**src/rtl/tinyrv_pkg.sv**
```systemverilog
/*
 * Shared types for the tiny RISC-V decode and issue subsystem:
 * word and index widths, micro-ops, pipe select and opcodes
 */

`default_nettype none

package tinyrv_pkg;

  // --------------------
  // Widths with a meaning
  // --------------------

  // Operand, immediate and result data
  typedef logic [31:0] word_t;
  // Raw instruction word
  typedef logic [31:0] inst_t;
  // Architectural register index
  typedef logic [4:0]  reg_addr_t;
  // Tag that follows an instruction from fetch to completion
  typedef logic [7:0]  seq_t;

  // --------------------
  // Micro-ops
  // --------------------

  // Immediate forms share the register-register uop
  typedef enum logic [2:0] {
    uop_add,
    uop_sub,
    uop_and,
    uop_or,
    uop_xor,
    uop_slt,
    uop_mul
  } uop_t;

  // Execute pipe an instruction is routed to
  typedef enum logic {
    pipe_alu,
    pipe_mul
  } pipe_sel_t;

  // Major opcodes of the subset
  localparam logic [6:0] OPC_OP     = 7'b0110011;
  localparam logic [6:0] OPC_OP_IMM = 7'b0010011;

endpackage

`default_nettype wire
```
**src/rtl/issue_core_top.sv**
```systemverilog
/*
 * Decode and issue subsystem top level
 * Decode, scoreboard, ALU and multiply pipes, completion arbiter
 */

`timescale 1ns/100ps
`default_nettype none

module issue_core_top import tinyrv_pkg::*; #(
  parameter int p_mul_stages = 3
) (
  input  logic      clk,
  input  logic      rst,
  input  logic      fetch_val,
  input  inst_t     fetch_inst,
  input  seq_t      fetch_seq,
  output logic      fetch_rdy,
  output logic      cmp_val,
  output reg_addr_t cmp_waddr,
  output word_t     cmp_wdata,
  output seq_t      cmp_seq
);

  // Decode to scoreboard
  reg_addr_t raddr0;
  reg_addr_t raddr1;
  reg_addr_t set_addr;
  word_t     rdata0;
  word_t     rdata1;
  logic      pending0;
  logic      pending1;
  logic      pending_dst;
  logic      set_val;

  // Decode to pipes
  logic      alu_val;
  logic      alu_rdy;
  logic      mul_val;
  logic      mul_rdy;
  word_t     op1;
  word_t     op2;
  uop_t      uop;
  reg_addr_t waddr;
  seq_t      seq;

  // Pipes to arbiter
  logic      alu_req;
  logic      alu_grant;
  reg_addr_t alu_waddr;
  word_t     alu_wdata;
  seq_t      alu_seq;
  logic      mul_req;
  logic      mul_grant;
  reg_addr_t mul_waddr;
  word_t     mul_wdata;
  seq_t      mul_seq;

  decode_issue u_decode (
    .clk         (clk),
    .rst         (rst),
    .fetch_val   (fetch_val),
    .fetch_inst  (fetch_inst),
    .fetch_seq   (fetch_seq),
    .fetch_rdy   (fetch_rdy),
    .raddr0      (raddr0),
    .raddr1      (raddr1),
    .rdata0      (rdata0),
    .rdata1      (rdata1),
    .pending0    (pending0),
    .pending1    (pending1),
    .pending_dst (pending_dst),
    .set_addr    (set_addr),
    .set_val     (set_val),
    .alu_val     (alu_val),
    .alu_rdy     (alu_rdy),
    .mul_val     (mul_val),
    .mul_rdy     (mul_rdy),
    .op1         (op1),
    .op2         (op2),
    .uop         (uop),
    .waddr       (waddr),
    .seq         (seq)
  );

  regfile_scoreboard u_regfile (
    .clk         (clk),
    .rst         (rst),
    .raddr0      (raddr0),
    .raddr1      (raddr1),
    .set_addr    (set_addr),
    .set_val     (set_val),
    .cmp_val     (cmp_val),
    .cmp_waddr   (cmp_waddr),
    .cmp_wdata   (cmp_wdata),
    .rdata0      (rdata0),
    .rdata1      (rdata1),
    .pending0    (pending0),
    .pending1    (pending1),
    .pending_dst (pending_dst)
  );

  alu_pipe u_alu (
    .clk       (clk),
    .rst       (rst),
    .val       (alu_val),
    .rdy       (alu_rdy),
    .uop       (uop),
    .op1       (op1),
    .op2       (op2),
    .waddr     (waddr),
    .seq       (seq),
    .grant     (alu_grant),
    .req       (alu_req),
    .req_waddr (alu_waddr),
    .req_wdata (alu_wdata),
    .req_seq   (alu_seq)
  );

  mul_pipe #(
    .p_mul_stages (p_mul_stages)
  ) u_mul (
    .clk       (clk),
    .rst       (rst),
    .val       (mul_val),
    .rdy       (mul_rdy),
    .op1       (op1),
    .op2       (op2),
    .waddr     (waddr),
    .seq       (seq),
    .grant     (mul_grant),
    .req       (mul_req),
    .req_waddr (mul_waddr),
    .req_wdata (mul_wdata),
    .req_seq   (mul_seq)
  );

  complete_arbiter u_arbiter (
    .clk       (clk),
    .rst       (rst),
    .alu_req   (alu_req),
    .alu_waddr (alu_waddr),
    .alu_wdata (alu_wdata),
    .alu_seq   (alu_seq),
    .mul_req   (mul_req),
    .mul_waddr (mul_waddr),
    .mul_wdata (mul_wdata),
    .mul_seq   (mul_seq),
    .alu_grant (alu_grant),
    .mul_grant (mul_grant),
    .cmp_val   (cmp_val),
    .cmp_waddr (cmp_waddr),
    .cmp_wdata (cmp_wdata),
    .cmp_seq   (cmp_seq)
  );

endmodule

`default_nettype wire

```
**src/rtl/complete_arbiter.sv**
```systemverilog
/*
 * Round-robin arbiter for the shared completion bus
 * One grant per cycle, winner muxed onto the bus in the same cycle
 */

`timescale 1ns/100ps
`default_nettype none

module complete_arbiter import tinyrv_pkg::*; (
  input  logic      clk,
  input  logic      rst,
  input  logic      alu_req,
  input  reg_addr_t alu_waddr,
  input  word_t     alu_wdata,
  input  seq_t      alu_seq,
  input  logic      mul_req,
  input  reg_addr_t mul_waddr,
  input  word_t     mul_wdata,
  input  seq_t      mul_seq,
  output logic      alu_grant,
  output logic      mul_grant,
  output logic      cmp_val,
  output reg_addr_t cmp_waddr,
  output word_t     cmp_wdata,
  output seq_t      cmp_seq
);

  // Set when the ALU won the last granted cycle
  logic last_alu;

  // On a tie the pipe that lost last time goes first
  assign alu_grant = alu_req & (~mul_req | ~last_alu);
  assign mul_grant = mul_req & ~alu_grant;

  always_ff @(posedge clk) begin
    if (rst) begin
      last_alu <= 1'b0;
    end else if (alu_grant || mul_grant) begin
      last_alu <= alu_grant;
    end
  end

  // Completion bus
  assign cmp_val   = alu_grant | mul_grant;
  assign cmp_waddr = mul_grant ? mul_waddr : alu_waddr;
  assign cmp_wdata = mul_grant ? mul_wdata : alu_wdata;
  assign cmp_seq   = mul_grant ? mul_seq   : alu_seq;

endmodule

`default_nettype wire

```
**src/rtl/mul_pipe.sv**
```systemverilog
/*
 * Multiply pipe of p_mul_stages stages, low 32 bits of the product
 * Whole pipeline freezes while the last stage waits for a grant
 */

`timescale 1ns/100ps
`default_nettype none

module mul_pipe import tinyrv_pkg::*; #(
  parameter int p_mul_stages = 3
) (
  input  logic      clk,
  input  logic      rst,
  input  logic      val,
  output logic      rdy,
  input  word_t     op1,
  input  word_t     op2,
  input  reg_addr_t waddr,
  input  seq_t      seq,
  input  logic      grant,
  output logic      req,
  output reg_addr_t req_waddr,
  output word_t     req_wdata,
  output seq_t      req_seq
);

  localparam int last = p_mul_stages - 1;

  logic      stage_val   [p_mul_stages];
  reg_addr_t stage_waddr [p_mul_stages];
  word_t     stage_wdata [p_mul_stages];
  seq_t      stage_seq   [p_mul_stages];

  // Last stage full and not taken
  logic freeze;

  assign freeze = stage_val[last] & ~grant;
  assign rdy    = ~freeze;

  // --------------------
  // Valid tags
  // --------------------

  always_ff @(posedge clk) begin
    if (rst) begin
      for (int i = 0; i < p_mul_stages; i++) begin
        stage_val[i] <= 1'b0;
      end
    end else if (!freeze) begin
      stage_val[0] <= val;
      for (int i = 1; i < p_mul_stages; i++) begin
        stage_val[i] <= stage_val[i-1];
      end
    end
  end

  // --------------------
  // Payload shift
  // --------------------

  // Product formed on entry, then carried down
  always_ff @(posedge clk) begin
    if (!freeze) begin
      stage_waddr[0] <= waddr;
      stage_wdata[0] <= op1 * op2;
      stage_seq[0]   <= seq;
      for (int i = 1; i < p_mul_stages; i++) begin
        stage_waddr[i] <= stage_waddr[i-1];
        stage_wdata[i] <= stage_wdata[i-1];
        stage_seq[i]   <= stage_seq[i-1];
      end
    end
  end

  assign req       = stage_val[last];
  assign req_waddr = stage_waddr[last];
  assign req_wdata = stage_wdata[last];
  assign req_seq   = stage_seq[last];

endmodule

`default_nettype wire

```
**src/rtl/alu_pipe.sv**
```systemverilog
/*
 * Single-cycle ALU pipe
 * Result held in an output register until the completion bus grants it
 */

`timescale 1ns/100ps
`default_nettype none

module alu_pipe import tinyrv_pkg::*; (
  input  logic      clk,
  input  logic      rst,
  input  logic      val,
  output logic      rdy,
  input  uop_t      uop,
  input  word_t     op1,
  input  word_t     op2,
  input  reg_addr_t waddr,
  input  seq_t      seq,
  input  logic      grant,
  output logic      req,
  output reg_addr_t req_waddr,
  output word_t     req_wdata,
  output seq_t      req_seq
);

  word_t result;

  always_comb begin
    case (uop)
      uop_add: result = op1 + op2;
      uop_sub: result = op1 - op2;
      uop_and: result = op1 & op2;
      uop_or:  result = op1 | op2;
      uop_xor: result = op1 ^ op2;
      // Signed compare, 0 or 1
      uop_slt: result = {31'b0, $signed(op1) < $signed(op2)};
      // MUL never routed here
      default: result = '0;
    endcase
  end

  // Output register, empty or leaving this cycle takes a new one
  logic out_val;

  assign rdy = ~out_val | grant;
  assign req = out_val;

  always_ff @(posedge clk) begin
    if (rst) begin
      out_val <= 1'b0;
    end else if (val && rdy) begin
      out_val <= 1'b1;
    end else if (grant) begin
      out_val <= 1'b0;
    end
  end

  always_ff @(posedge clk) begin
    if (val && rdy) begin
      req_waddr <= waddr;
      req_wdata <= result;
      req_seq   <= seq;
    end
  end

endmodule

`default_nettype wire

```
**src/rtl/decode_issue.sv**
```systemverilog
/*
 * Decode and issue stage
 * Registers the fetched instruction, stalls on pending registers
 * and issues to the ALU or multiply pipe with valid/ready
 */

`timescale 1ns/100ps
`default_nettype none

module decode_issue import tinyrv_pkg::*; (
  input  logic      clk,
  input  logic      rst,

  // Fetch side
  input  logic      fetch_val,
  input  inst_t     fetch_inst,
  input  seq_t      fetch_seq,
  output logic      fetch_rdy,

  // Register file and scoreboard
  output reg_addr_t raddr0,
  output reg_addr_t raddr1,
  input  word_t     rdata0,
  input  word_t     rdata1,
  input  logic      pending0,
  input  logic      pending1,
  input  logic      pending_dst,
  output reg_addr_t set_addr,
  output logic      set_val,

  // Issue to the pipes
  output logic      alu_val,
  input  logic      alu_rdy,
  output logic      mul_val,
  input  logic      mul_rdy,
  output word_t     op1,
  output word_t     op2,
  output uop_t      uop,
  output reg_addr_t waddr,
  output seq_t      seq
);

  // --------------------
  // Decode register
  // --------------------

  logic  dec_val;
  inst_t dec_inst;
  seq_t  dec_seq;

  logic  fetch_xfer;
  logic  issue_xfer;

  assign fetch_xfer = fetch_val & fetch_rdy;

  // Only the valid tag is reset
  always_ff @(posedge clk) begin
    if (rst) begin
      dec_val <= 1'b0;
    end else if (fetch_xfer) begin
      dec_val <= 1'b1;
    end else if (issue_xfer) begin
      dec_val <= 1'b0;
    end
  end

  always_ff @(posedge clk) begin
    if (fetch_xfer) begin
      dec_inst <= fetch_inst;
      dec_seq  <= fetch_seq;
    end
  end

  // --------------------
  // Decode
  // --------------------

  logic      dec_legal;
  pipe_sel_t dec_pipe;
  reg_addr_t dec_rs1;
  reg_addr_t dec_rs2;
  reg_addr_t dec_rd;
  logic      dec_use_imm;
  word_t     dec_imm;

  inst_decoder u_decoder (
    .inst    (dec_inst),
    .legal   (dec_legal),
    .uop     (uop),
    .pipe    (dec_pipe),
    .rs1     (dec_rs1),
    .rs2     (dec_rs2),
    .rd      (dec_rd),
    .use_imm (dec_use_imm),
    .imm     (dec_imm)
  );

  assign raddr0   = dec_rs1;
  assign raddr1   = dec_rs2;
  assign set_addr = dec_rd;

  // Hazards: RAW on either source, WAW on the destination
  // Illegal encodings park here for good
  logic stall;
  logic can_issue;

  assign stall     = pending0 | pending1 | pending_dst | ~dec_legal;
  assign can_issue = dec_val & ~stall;

  // --------------------
  // Issue
  // --------------------

  // Single valid steered by the decoded pipe
  assign alu_val = can_issue & (dec_pipe == pipe_alu);
  assign mul_val = can_issue & (dec_pipe == pipe_mul);

  assign issue_xfer = (alu_val & alu_rdy) | (mul_val & mul_rdy);

  // Destination goes pending on the issue edge
  assign set_val = issue_xfer;

  // Room when empty or leaving this cycle
  assign fetch_rdy = ~dec_val | issue_xfer;

  // Shared payload to both pipes
  assign op1   = rdata0;
  assign op2   = dec_use_imm ? dec_imm : rdata1;
  assign waddr = dec_rd;
  assign seq   = dec_seq;

endmodule

`default_nettype wire

```
**src/rtl/regfile_scoreboard.sv**
```systemverilog
/*
 * 32 x 32 register file with a pending bit per register
 * Two read ports, completion write port, pending-set port at issue
 */

`timescale 1ns/100ps
`default_nettype none

module regfile_scoreboard import tinyrv_pkg::*; (
  input  logic      clk,
  input  logic      rst,
  input  reg_addr_t raddr0,
  input  reg_addr_t raddr1,
  input  reg_addr_t set_addr,
  input  logic      set_val,
  input  logic      cmp_val,
  input  reg_addr_t cmp_waddr,
  input  word_t     cmp_wdata,
  output word_t     rdata0,
  output word_t     rdata1,
  output logic      pending0,
  output logic      pending1,
  output logic      pending_dst
);

  // x0 has no storage
  word_t       regs [1:31];
  logic [31:0] pending;

  // --------------------
  // Register storage
  // --------------------

  always_ff @(posedge clk) begin
    if (rst) begin
      for (int i = 1; i < 32; i++) begin
        regs[i] <= '0;
      end
    end else if (cmp_val && cmp_waddr != '0) begin
      regs[cmp_waddr] <= cmp_wdata;
    end
  end

  // No bypass, a write shows on the next cycle
  assign rdata0 = (raddr0 == '0) ? '0 : regs[raddr0];
  assign rdata1 = (raddr1 == '0) ? '0 : regs[raddr1];

  // --------------------
  // Pending bits
  // --------------------

  // Set at issue, cleared at completion
  always_ff @(posedge clk) begin
    if (rst) begin
      pending <= '0;
    end else begin
      if (cmp_val) begin
        pending[cmp_waddr] <= 1'b0;
      end
      // Later assignment, so a set in the same cycle wins
      // x0 is never marked
      if (set_val && set_addr != '0) begin
        pending[set_addr] <= 1'b1;
      end
    end
  end

  assign pending0    = pending[raddr0];
  assign pending1    = pending[raddr1];
  assign pending_dst = pending[set_addr];

endmodule

`default_nettype wire

```
**src/rtl/inst_decoder.sv**
```systemverilog
/*
 * Instruction decoder for the integer subset
 * Maps an instruction word to micro-op, register indices, immediate
 * and the execute pipe that takes it
 */

`timescale 1ns/100ps
`default_nettype none

module inst_decoder import tinyrv_pkg::*; (
  input  inst_t     inst,
  output logic      legal,
  output uop_t      uop,
  output pipe_sel_t pipe,
  output reg_addr_t rs1,
  output reg_addr_t rs2,
  output reg_addr_t rd,
  output logic      use_imm,
  output word_t     imm
);

  logic [6:0] opcode;
  logic [2:0] funct3;
  logic [6:0] funct7;

  assign opcode = inst[6:0];
  assign funct3 = inst[14:12];
  assign funct7 = inst[31:25];

  // Fields at fixed positions
  assign rs1 = inst[19:15];
  assign rd  = inst[11:7];
  // I-type immediate, sign-extended
  assign imm = {{20{inst[31]}}, inst[31:20]};

  always_comb begin
    legal   = 1'b0;
    uop     = uop_add;
    pipe    = pipe_alu;
    use_imm = 1'b0;
    rs2     = inst[24:20];
    if (opcode == OPC_OP) begin
      // Register-register forms, told apart by funct7 then funct3
      case ({funct7, funct3})
        {7'b0000000, 3'b000}: begin legal = 1'b1; uop = uop_add; end
        {7'b0100000, 3'b000}: begin legal = 1'b1; uop = uop_sub; end
        {7'b0000000, 3'b111}: begin legal = 1'b1; uop = uop_and; end
        {7'b0000000, 3'b110}: begin legal = 1'b1; uop = uop_or;  end
        {7'b0000000, 3'b100}: begin legal = 1'b1; uop = uop_xor; end
        {7'b0000000, 3'b010}: begin legal = 1'b1; uop = uop_slt; end
        {7'b0000001, 3'b000}: begin
          legal = 1'b1;
          uop   = uop_mul;
          pipe  = pipe_mul;
        end
        default: legal = 1'b0;
      endcase
    end else if (opcode == OPC_OP_IMM) begin
      // Only rs1 is read, x0 never stalls
      use_imm = 1'b1;
      rs2     = '0;
      case (funct3)
        3'b000:  begin legal = 1'b1; uop = uop_add; end
        3'b111:  begin legal = 1'b1; uop = uop_and; end
        3'b110:  begin legal = 1'b1; uop = uop_or;  end
        3'b100:  begin legal = 1'b1; uop = uop_xor; end
        // SLTI and the shifts are outside the subset
        default: legal = 1'b0;
      endcase
    end
  end

endmodule

`default_nettype wire

```
**config.mk**
```make
export PLATFORM = sky130hd
export DESIGN_NAME = issue_core_top
export DESIGN_NICKNAME = d
export VERILOG_FILES = /design/src/rtl/tinyrv_pkg.sv /design/src/rtl/issue_core_top.sv /design/src/rtl/complete_arbiter.sv /design/src/rtl/mul_pipe.sv /design/src/rtl/alu_pipe.sv /design/src/rtl/decode_issue.sv /design/src/rtl/regfile_scoreboard.sv /design/src/rtl/inst_decoder.sv
export SDC_FILE = /design/constraint.sdc
export NUM_CORES = 2
export LEC_CHECK = 0
export BUFFER_PORTS_ARGS = -buffer_cell sky130_fd_sc_hd__buf_4
export CORE_ASPECT_RATIO = 1.25
export CORE_MARGIN = 3
export CORE_UTILIZATION = 50
export DETAILED_ROUTE_END_ITERATION = 12
export HOLD_SLACK_MARGIN = 0.15
export PLACE_DENSITY = 0.65
export SETUP_SLACK_MARGIN = 0.2
export SKIP_CTS_REPAIR_TIMING = 1
export SLEW_MARGIN = 10
export SYNTH_ARGS = -nofsm -noshare
export SYNTH_HDL_FRONTEND = slang
export SYNTH_SLANG_ARGS = --single-unit
```
**constraint.sdc**
```tcl
create_clock -name clk -period 11.4 [get_ports clk]
set_input_delay 1.14 -clock clk [delete_from_list [all_inputs] [get_ports clk]]
set_output_delay 1.14 -clock clk [all_outputs]
set_load 0.02 [all_outputs]
```
# Word level (Yosys, flattened, before mapping)
# Memories as Yosys holds them, arrays and structs flattened. A register that Yosys moved wholly into a read port is not among the register bits.
# Index checks and enable logic that the tools add are counted.
[word_totals]
rom_bits = 0
inputBits = 43
regBits = 120
word_cells = 147
latch_bits = 0
output_inout_bits = 47
mem_bits_rw = 1130
n_memories = 5
[mem_list]
columns = ["name", "words", "word_bits", "read_ports", "rd_clocked_by_memory_dff", "write_ports", "line_no", "rtl"]
rows = [
  ["u_regfile.regs", 31, 32, 2, 1, 31, "regfile_scoreboard.sv:27", "word_t regs [1:31];"],
  ["u_mul.stage_wdata", 3, 32, 3, 0, 3, "mul_pipe.sv:31", "word_t stage_wdata [p_mul_stages];"],
  ["u_mul.stage_seq", 3, 8, 3, 0, 3, "mul_pipe.sv:32", "seq_t stage_seq [p_mul_stages];"],
  ["u_mul.stage_waddr", 3, 5, 3, 0, 3, "mul_pipe.sv:30", "reg_addr_t stage_waddr [p_mul_stages];"],
  ["u_mul.stage_val", 3, 1, 3, 0, 3, "mul_pipe.sv:29", "logic stage_val [p_mul_stages];"],
]
[op_classes]
muxes = 53
multipliers = 1
n_shift = 0
n_lt_le_gt_ge = 7
add_sub_neg = 2
div_mod_pow = 0
bitwise_logic = 36
reduce_logical = 18
n_eq_ne = 16
[ops]
columns = ["cell", "count"]
rows = [
  ["$mux W32", 8],
  ["$pmux W32 S6", 1],
  ["$and A32 B32 Y32", 2],
  ["$or A32 B32 Y32", 2],
  ["$add A32 B32 Y32", 1],
  ["$lt A32 B32 Y1", 1],
  ["$mul A32 B32 Y32", 1],
  ["$not A32 Y32", 1],
  ["$reduce_or A32 Y1", 1],
  ["$sub A32 B32 Y32", 1],
  ["$xor A32 B32 Y32", 1],
  ["$eq A10 B3 Y1 const B", 3],
  ["$mux W1", 29],
  ["$mux W5", 5],
  ["$lt A5 B6 Y1 const B", 4],
  ["$pmux W3 S6", 1],
  ["$bmux W1 S5", 3],
  ["$eq A3 B3 Y1 const B", 5],
  ["$or A1 B1 Y1", 11],
  ["$demux W1 S5", 2],
  ["$eq A10 B2 Y1 const B", 1],
  ["$eq A10 B4 Y1 const B", 1],
  ["$eq A10 B9 Y1 const B", 1],
  ["$ge A5 B1 Y1 const B", 2],
  ["other kinds (18)", 45],
]

# Depth between registers and ports, before layout
[logic_depth]
ltp_word = 16
depth_mapped = 45
depth_no_buf = 36

# Modules after synthesis
# From an unflattened synthesis, not the netlist that was laid out.
[hier_totals]
hier_cells = 6808
hier_area_um2 = 86429.1
[by_module_without_submodules]
columns = ["module", "seq_area_each_um2", "n_inst", "cells_each", "area_each_um2"]
rows = [
  ["regfile_scoreboard", 31390.1, 1, 3812, 56296.5],
  ["mul_pipe", 4144.0, 1, 1888, 20225.6],
  ["alu_pipe", 1371.3, 1, 842, 6583.8],
  ["decode_issue", 1221.2, 1, 125, 1951.9],
  ["complete_arbiter", 20.0, 1, 57, 772.0],
  ["inst_decoder", 0.0, 1, 84, 599.3],
]

# Worst setup path before layout
# No wires, ideal clock.
[synth_timing]
kind = "reg-to-reg"
from = "register (tool-made name)"
to = "memory u_mul.stage_wdata[0][31] in the netlist's numbering (data pin)"
setup_ps = 268
arrival_ps = 9879
slack_ps = 1253
path_stages_with_launch = 40
period_less_slack_ps = 10147
required_ps = 11132
n_path_buf = 9
cell_sequence = "dfxtp_1 buf_2 buf_6 buf_6 buf_6 buf_6 buf_6 buf_4 buf_4 mux4_2 mux4_2 a22oi_1 clkbuf_1 clkinv_1 ha_1 fa_1 inv_1 fa_1 (+4 left out) ha_1 fa_1 inv_1 fa_1 inv_1 ha_1 a21o_1 a21oi_1 nand2_1 o21ai_0 a311oi_1 o31a_1 o21ai_0 nor2b_1 o211ai_1 a21o_1 a21oi_1 xnor3_1"
[synth_rtl]
columns = ["item", "line_no"]
rows = [
  ["end, declared", "mul_pipe.sv:31"],
]

==> results.json <==
{
  "area_delta_synth_final_pct": 12.1,
  "clock_sinks": 1287,
  "syn_avg_cell_area_um2": 11.5,
  "initial_core_util_pct": 50.3,
  "synth.area.mux_share_pct": 13.8,
  "finalNetCount": 8001,
  "synth_compound_area_share_pct": 7.90,
  "layout_commonest_cell": "nor2_1",
  "dieArea_um2": 170000,
  "async_flop_share_pct": 0,
  "cts_inserted_buffers": 137,
  "grt_pass1_vias": 65500,
  "crit_arrival_ns": 11.52,
  "io_buffers": 89,
  "required_ns": 11.97,
  "synth-seq-cells": 1287,
  "status": "completed",
  "syn_area_um2": 82500,
  "yosys.area_share.adder_pct": 13.3,
  "rows": 166,
  "drtPass1Iterations": 8,
  "htreeDepth": 4,
  "yosysSeqAreaShare_pct": 46.4,
  "multi_input_area_um2": 40300,
  "synth_flop_cell": "edfxtp_1",
  "insertion_delay_ns": 0.83,
  "critPathTopFamily": "adder cells",
  "ant_nets": 0,
  "wl_um": 341000,
  "drive_above_1_share_pct": 17.9,
  "fill_cells": 13700,
  "report.final.setup_viol": 0,
  "fmax_mhz": 91.3,
  "endpoint_kind": "flop",
  "fin_crit_sh_pct": 96.1,
  "die_h_um": 460,
  "timing.critical_path.slowest_stage_cell": "edfxtp_1",
  "cts.clk_slew.worst_paths_ns": 0.07,
  "synthSimpleGateAreaFrac_pct": 11.8,
  "start_kind": "flop",
  "drc": 0,
  "dp_hpwl_um": 237000,
  "hp-class": "flop to flop",
  "slew_headroom_pct": 16.9,
  "critPathKind": "flop to flop",
  "grt_usage_pct": 40.0,
  "hold_viol_final": 0,
  "synth_xor_area_share_pct": 1.08,
  "cap_violations": 0,
  "clock_path_buffers": 3,
  "cts-root-buf": "clkbuf_16",
  "wl_per_cell_um": 35.5,
  "grt_first_pass_wirelength_um": 479000,
  "grt_setup_unrepaired": "false",
  "path_max_fanout": 25,
  "syn_inst": 7187,
  "gp_congestion": 1.02,
  "layout_common_cells": "nor2_1, edfxtp_1, nand2_1",
  "synth_edf_count": 1247,
  "seq_area_um2": 38300,
  "cts_tree": "built",
  "grt_max_degree": 81,
  "first_iter_violations": 10600,
  "crit_buf_inv": 9,
  "routed_via_density": 6.79,
  "yosys_warnings": 0,
  "vias": 65400,
  "antenna_found_initial": 14,
  "coreArea_um2": 164000,
  "slowest_delay_ns": 0.75,
  "period_minus_slack_ns": 10.95,
  "synth_top_family_by_area": "multiplexers",
  "yosysUniqueCellTypes": 92,
  "grt_overflow": 0,
  "crit_top_cell": "xnor2_1",
  "io_pins": 90,
  "report.final.slew_viol_count": 0,
  "fp.dieW_um": 369,
  "finalClockSkew_ns": 0.0478,
  "worst_pin_slew_ns": 1.22,
  "finalSetupTns_ns": 0
}
sequential cells by signal, summed over array words and instances, names as in the netlist, named ones only:
name,cells
u_mul.stage_val,3
u_mul.stage_wdata,96
u_regfile.pending,32
u_alu.req_seq,8
u_alu.req,1
u_decode.seq,8
u_mul.stage_waddr,15
u_regfile.regs,1024
u_alu.req_waddr,5
u_mul.stage_seq,24
u_decode.dec_val,1
u_alu.req_wdata,32
u_arbiter.last_alu,1
u_decode.dec_inst,32
synth_stat cells, drive strengths merged (9+ instances only):
| library cell | count | area [um^2] |
|---|---|---|
| o31ai | 17 | 155 |
| a21oi | 271 | 1360 |
| dfxtp | 40 | 801 |
| mux2 | 83 | 935 |
| a222oi | 26 | 260 |
| and3 | 20 | 125 |
| o22ai | 46 | 294 |
| a22oi | 22 | 170 |
| a311oi | 15 | 131 |
| a221o | 9 | 90.1 |
| o221ai | 31 | 272 |
| nand3 | 96 | 480 |
| o21a | 13 | 97.6 |
| clkinv | 20 | 75.1 |
| buf | 183 | 1170 |
| nor2b | 29 | 181 |
| edfxtp | 1247 | 37400 |
| a31oi | 48 | 300 |
| o2111ai | 10 | 100 |
| nand2b | 72 | 450 |
| mux4 | 383 | 8630 |
| mux2i | 178 | 1780 |
| xnor2 | 78 | 683 |
| nor3 | 38 | 190 |
| nor2 | 1484 | 5580 |
| xor2 | 13 | 114 |
| o21bai | 21 | 158 |
| or3 | 12 | 75.1 |
| inv | 579 | 2170 |
| a211o | 10 | 87.6 |
| a221oi | 49 | 435 |
| o211ai | 37 | 278 |
| a21o | 40 | 300 |
| ha | 219 | 2740 |
| o21ai | 188 | 963 |
| nand2 | 600 | 2250 |
| clkbuf | 365 | 1370 |
| a211oi | 67 | 508 |
| fa | 410 | 8210 |
path summary, 6_finish.rpt:
kind	start	slack [ns]	cells after the start	end
worst max-delay path	u_decode.dec_inst[20]	0.45	36	u_mul.stage_wdata[0][31]
worst min-delay path	u_mul.stage_wdata[0][45]	0.40	0	u_mul.stage_wdata[0][77]
worst max register to register	u_decode.dec_inst[20]	0.45	36	u_mul.stage_wdata[0][31]
worst min register to register	u_mul.stage_wdata[0][45]	0.40	0	u_mul.stage_wdata[0][77]
cell type report:
class,instances,share of cell area [%]
multi-input combinational,4784,43.6
sequential,1287,41.4
timing repair buffer,520,4.71
clock buffer,174,3.97
tap,2184,2.96
inverter,599,2.44
clock inverter,70,0.907
antenna,12,0.0325
per-stage QoR:
| stage | cell area, um^2 | hold slack [ns] | utilization (%) | setup WS [ns] | std cells |
|---|---|---|---|---|---|
| 5_1_grt | 92400 | 0.406 | 56.4 | 0.250 | 9623 |
| 2_1_floorplan | 82600 | 0.400 | - | 1.25 | 7218 |
| 4_1_cts | 92400 | 0.401 | 56.4 | 0.418 | 9617 |
| 6_report | 92400 | 0.403 | 56.4 | 0.449 | 9630 |
| 3_3_place_gp | 87900 | 0.401 | 53.6 | 0.532 | 9373 |
| 3_5_place_dp | 87900 | 0.405 | 53.6 | 0.487 | 9373 |
cell families after synthesis:
group                      count (synthesis)
adders and majority gates                629
and+or+nand+nor                         2403
DFF                                     1287
other                                      1
buffers and inverters                   1147
muxes                                    644
AOI/OAI and AO/OA                        981
xor gates and xnor gates                  95
per-layer routing:
metal	global-route usage (%)	up-vias	share of wire, %
met5	0	-	0.026
met4	31.6	14	10
met3	11.9	1742	13
met2	61.3	5776	44
met1	47.0	32300	32
li1	-	25600	-
Power is left out: the tool's default activity adds up to more than one toggle a clock period on the data nets, which glitch-free logic cannot reach.
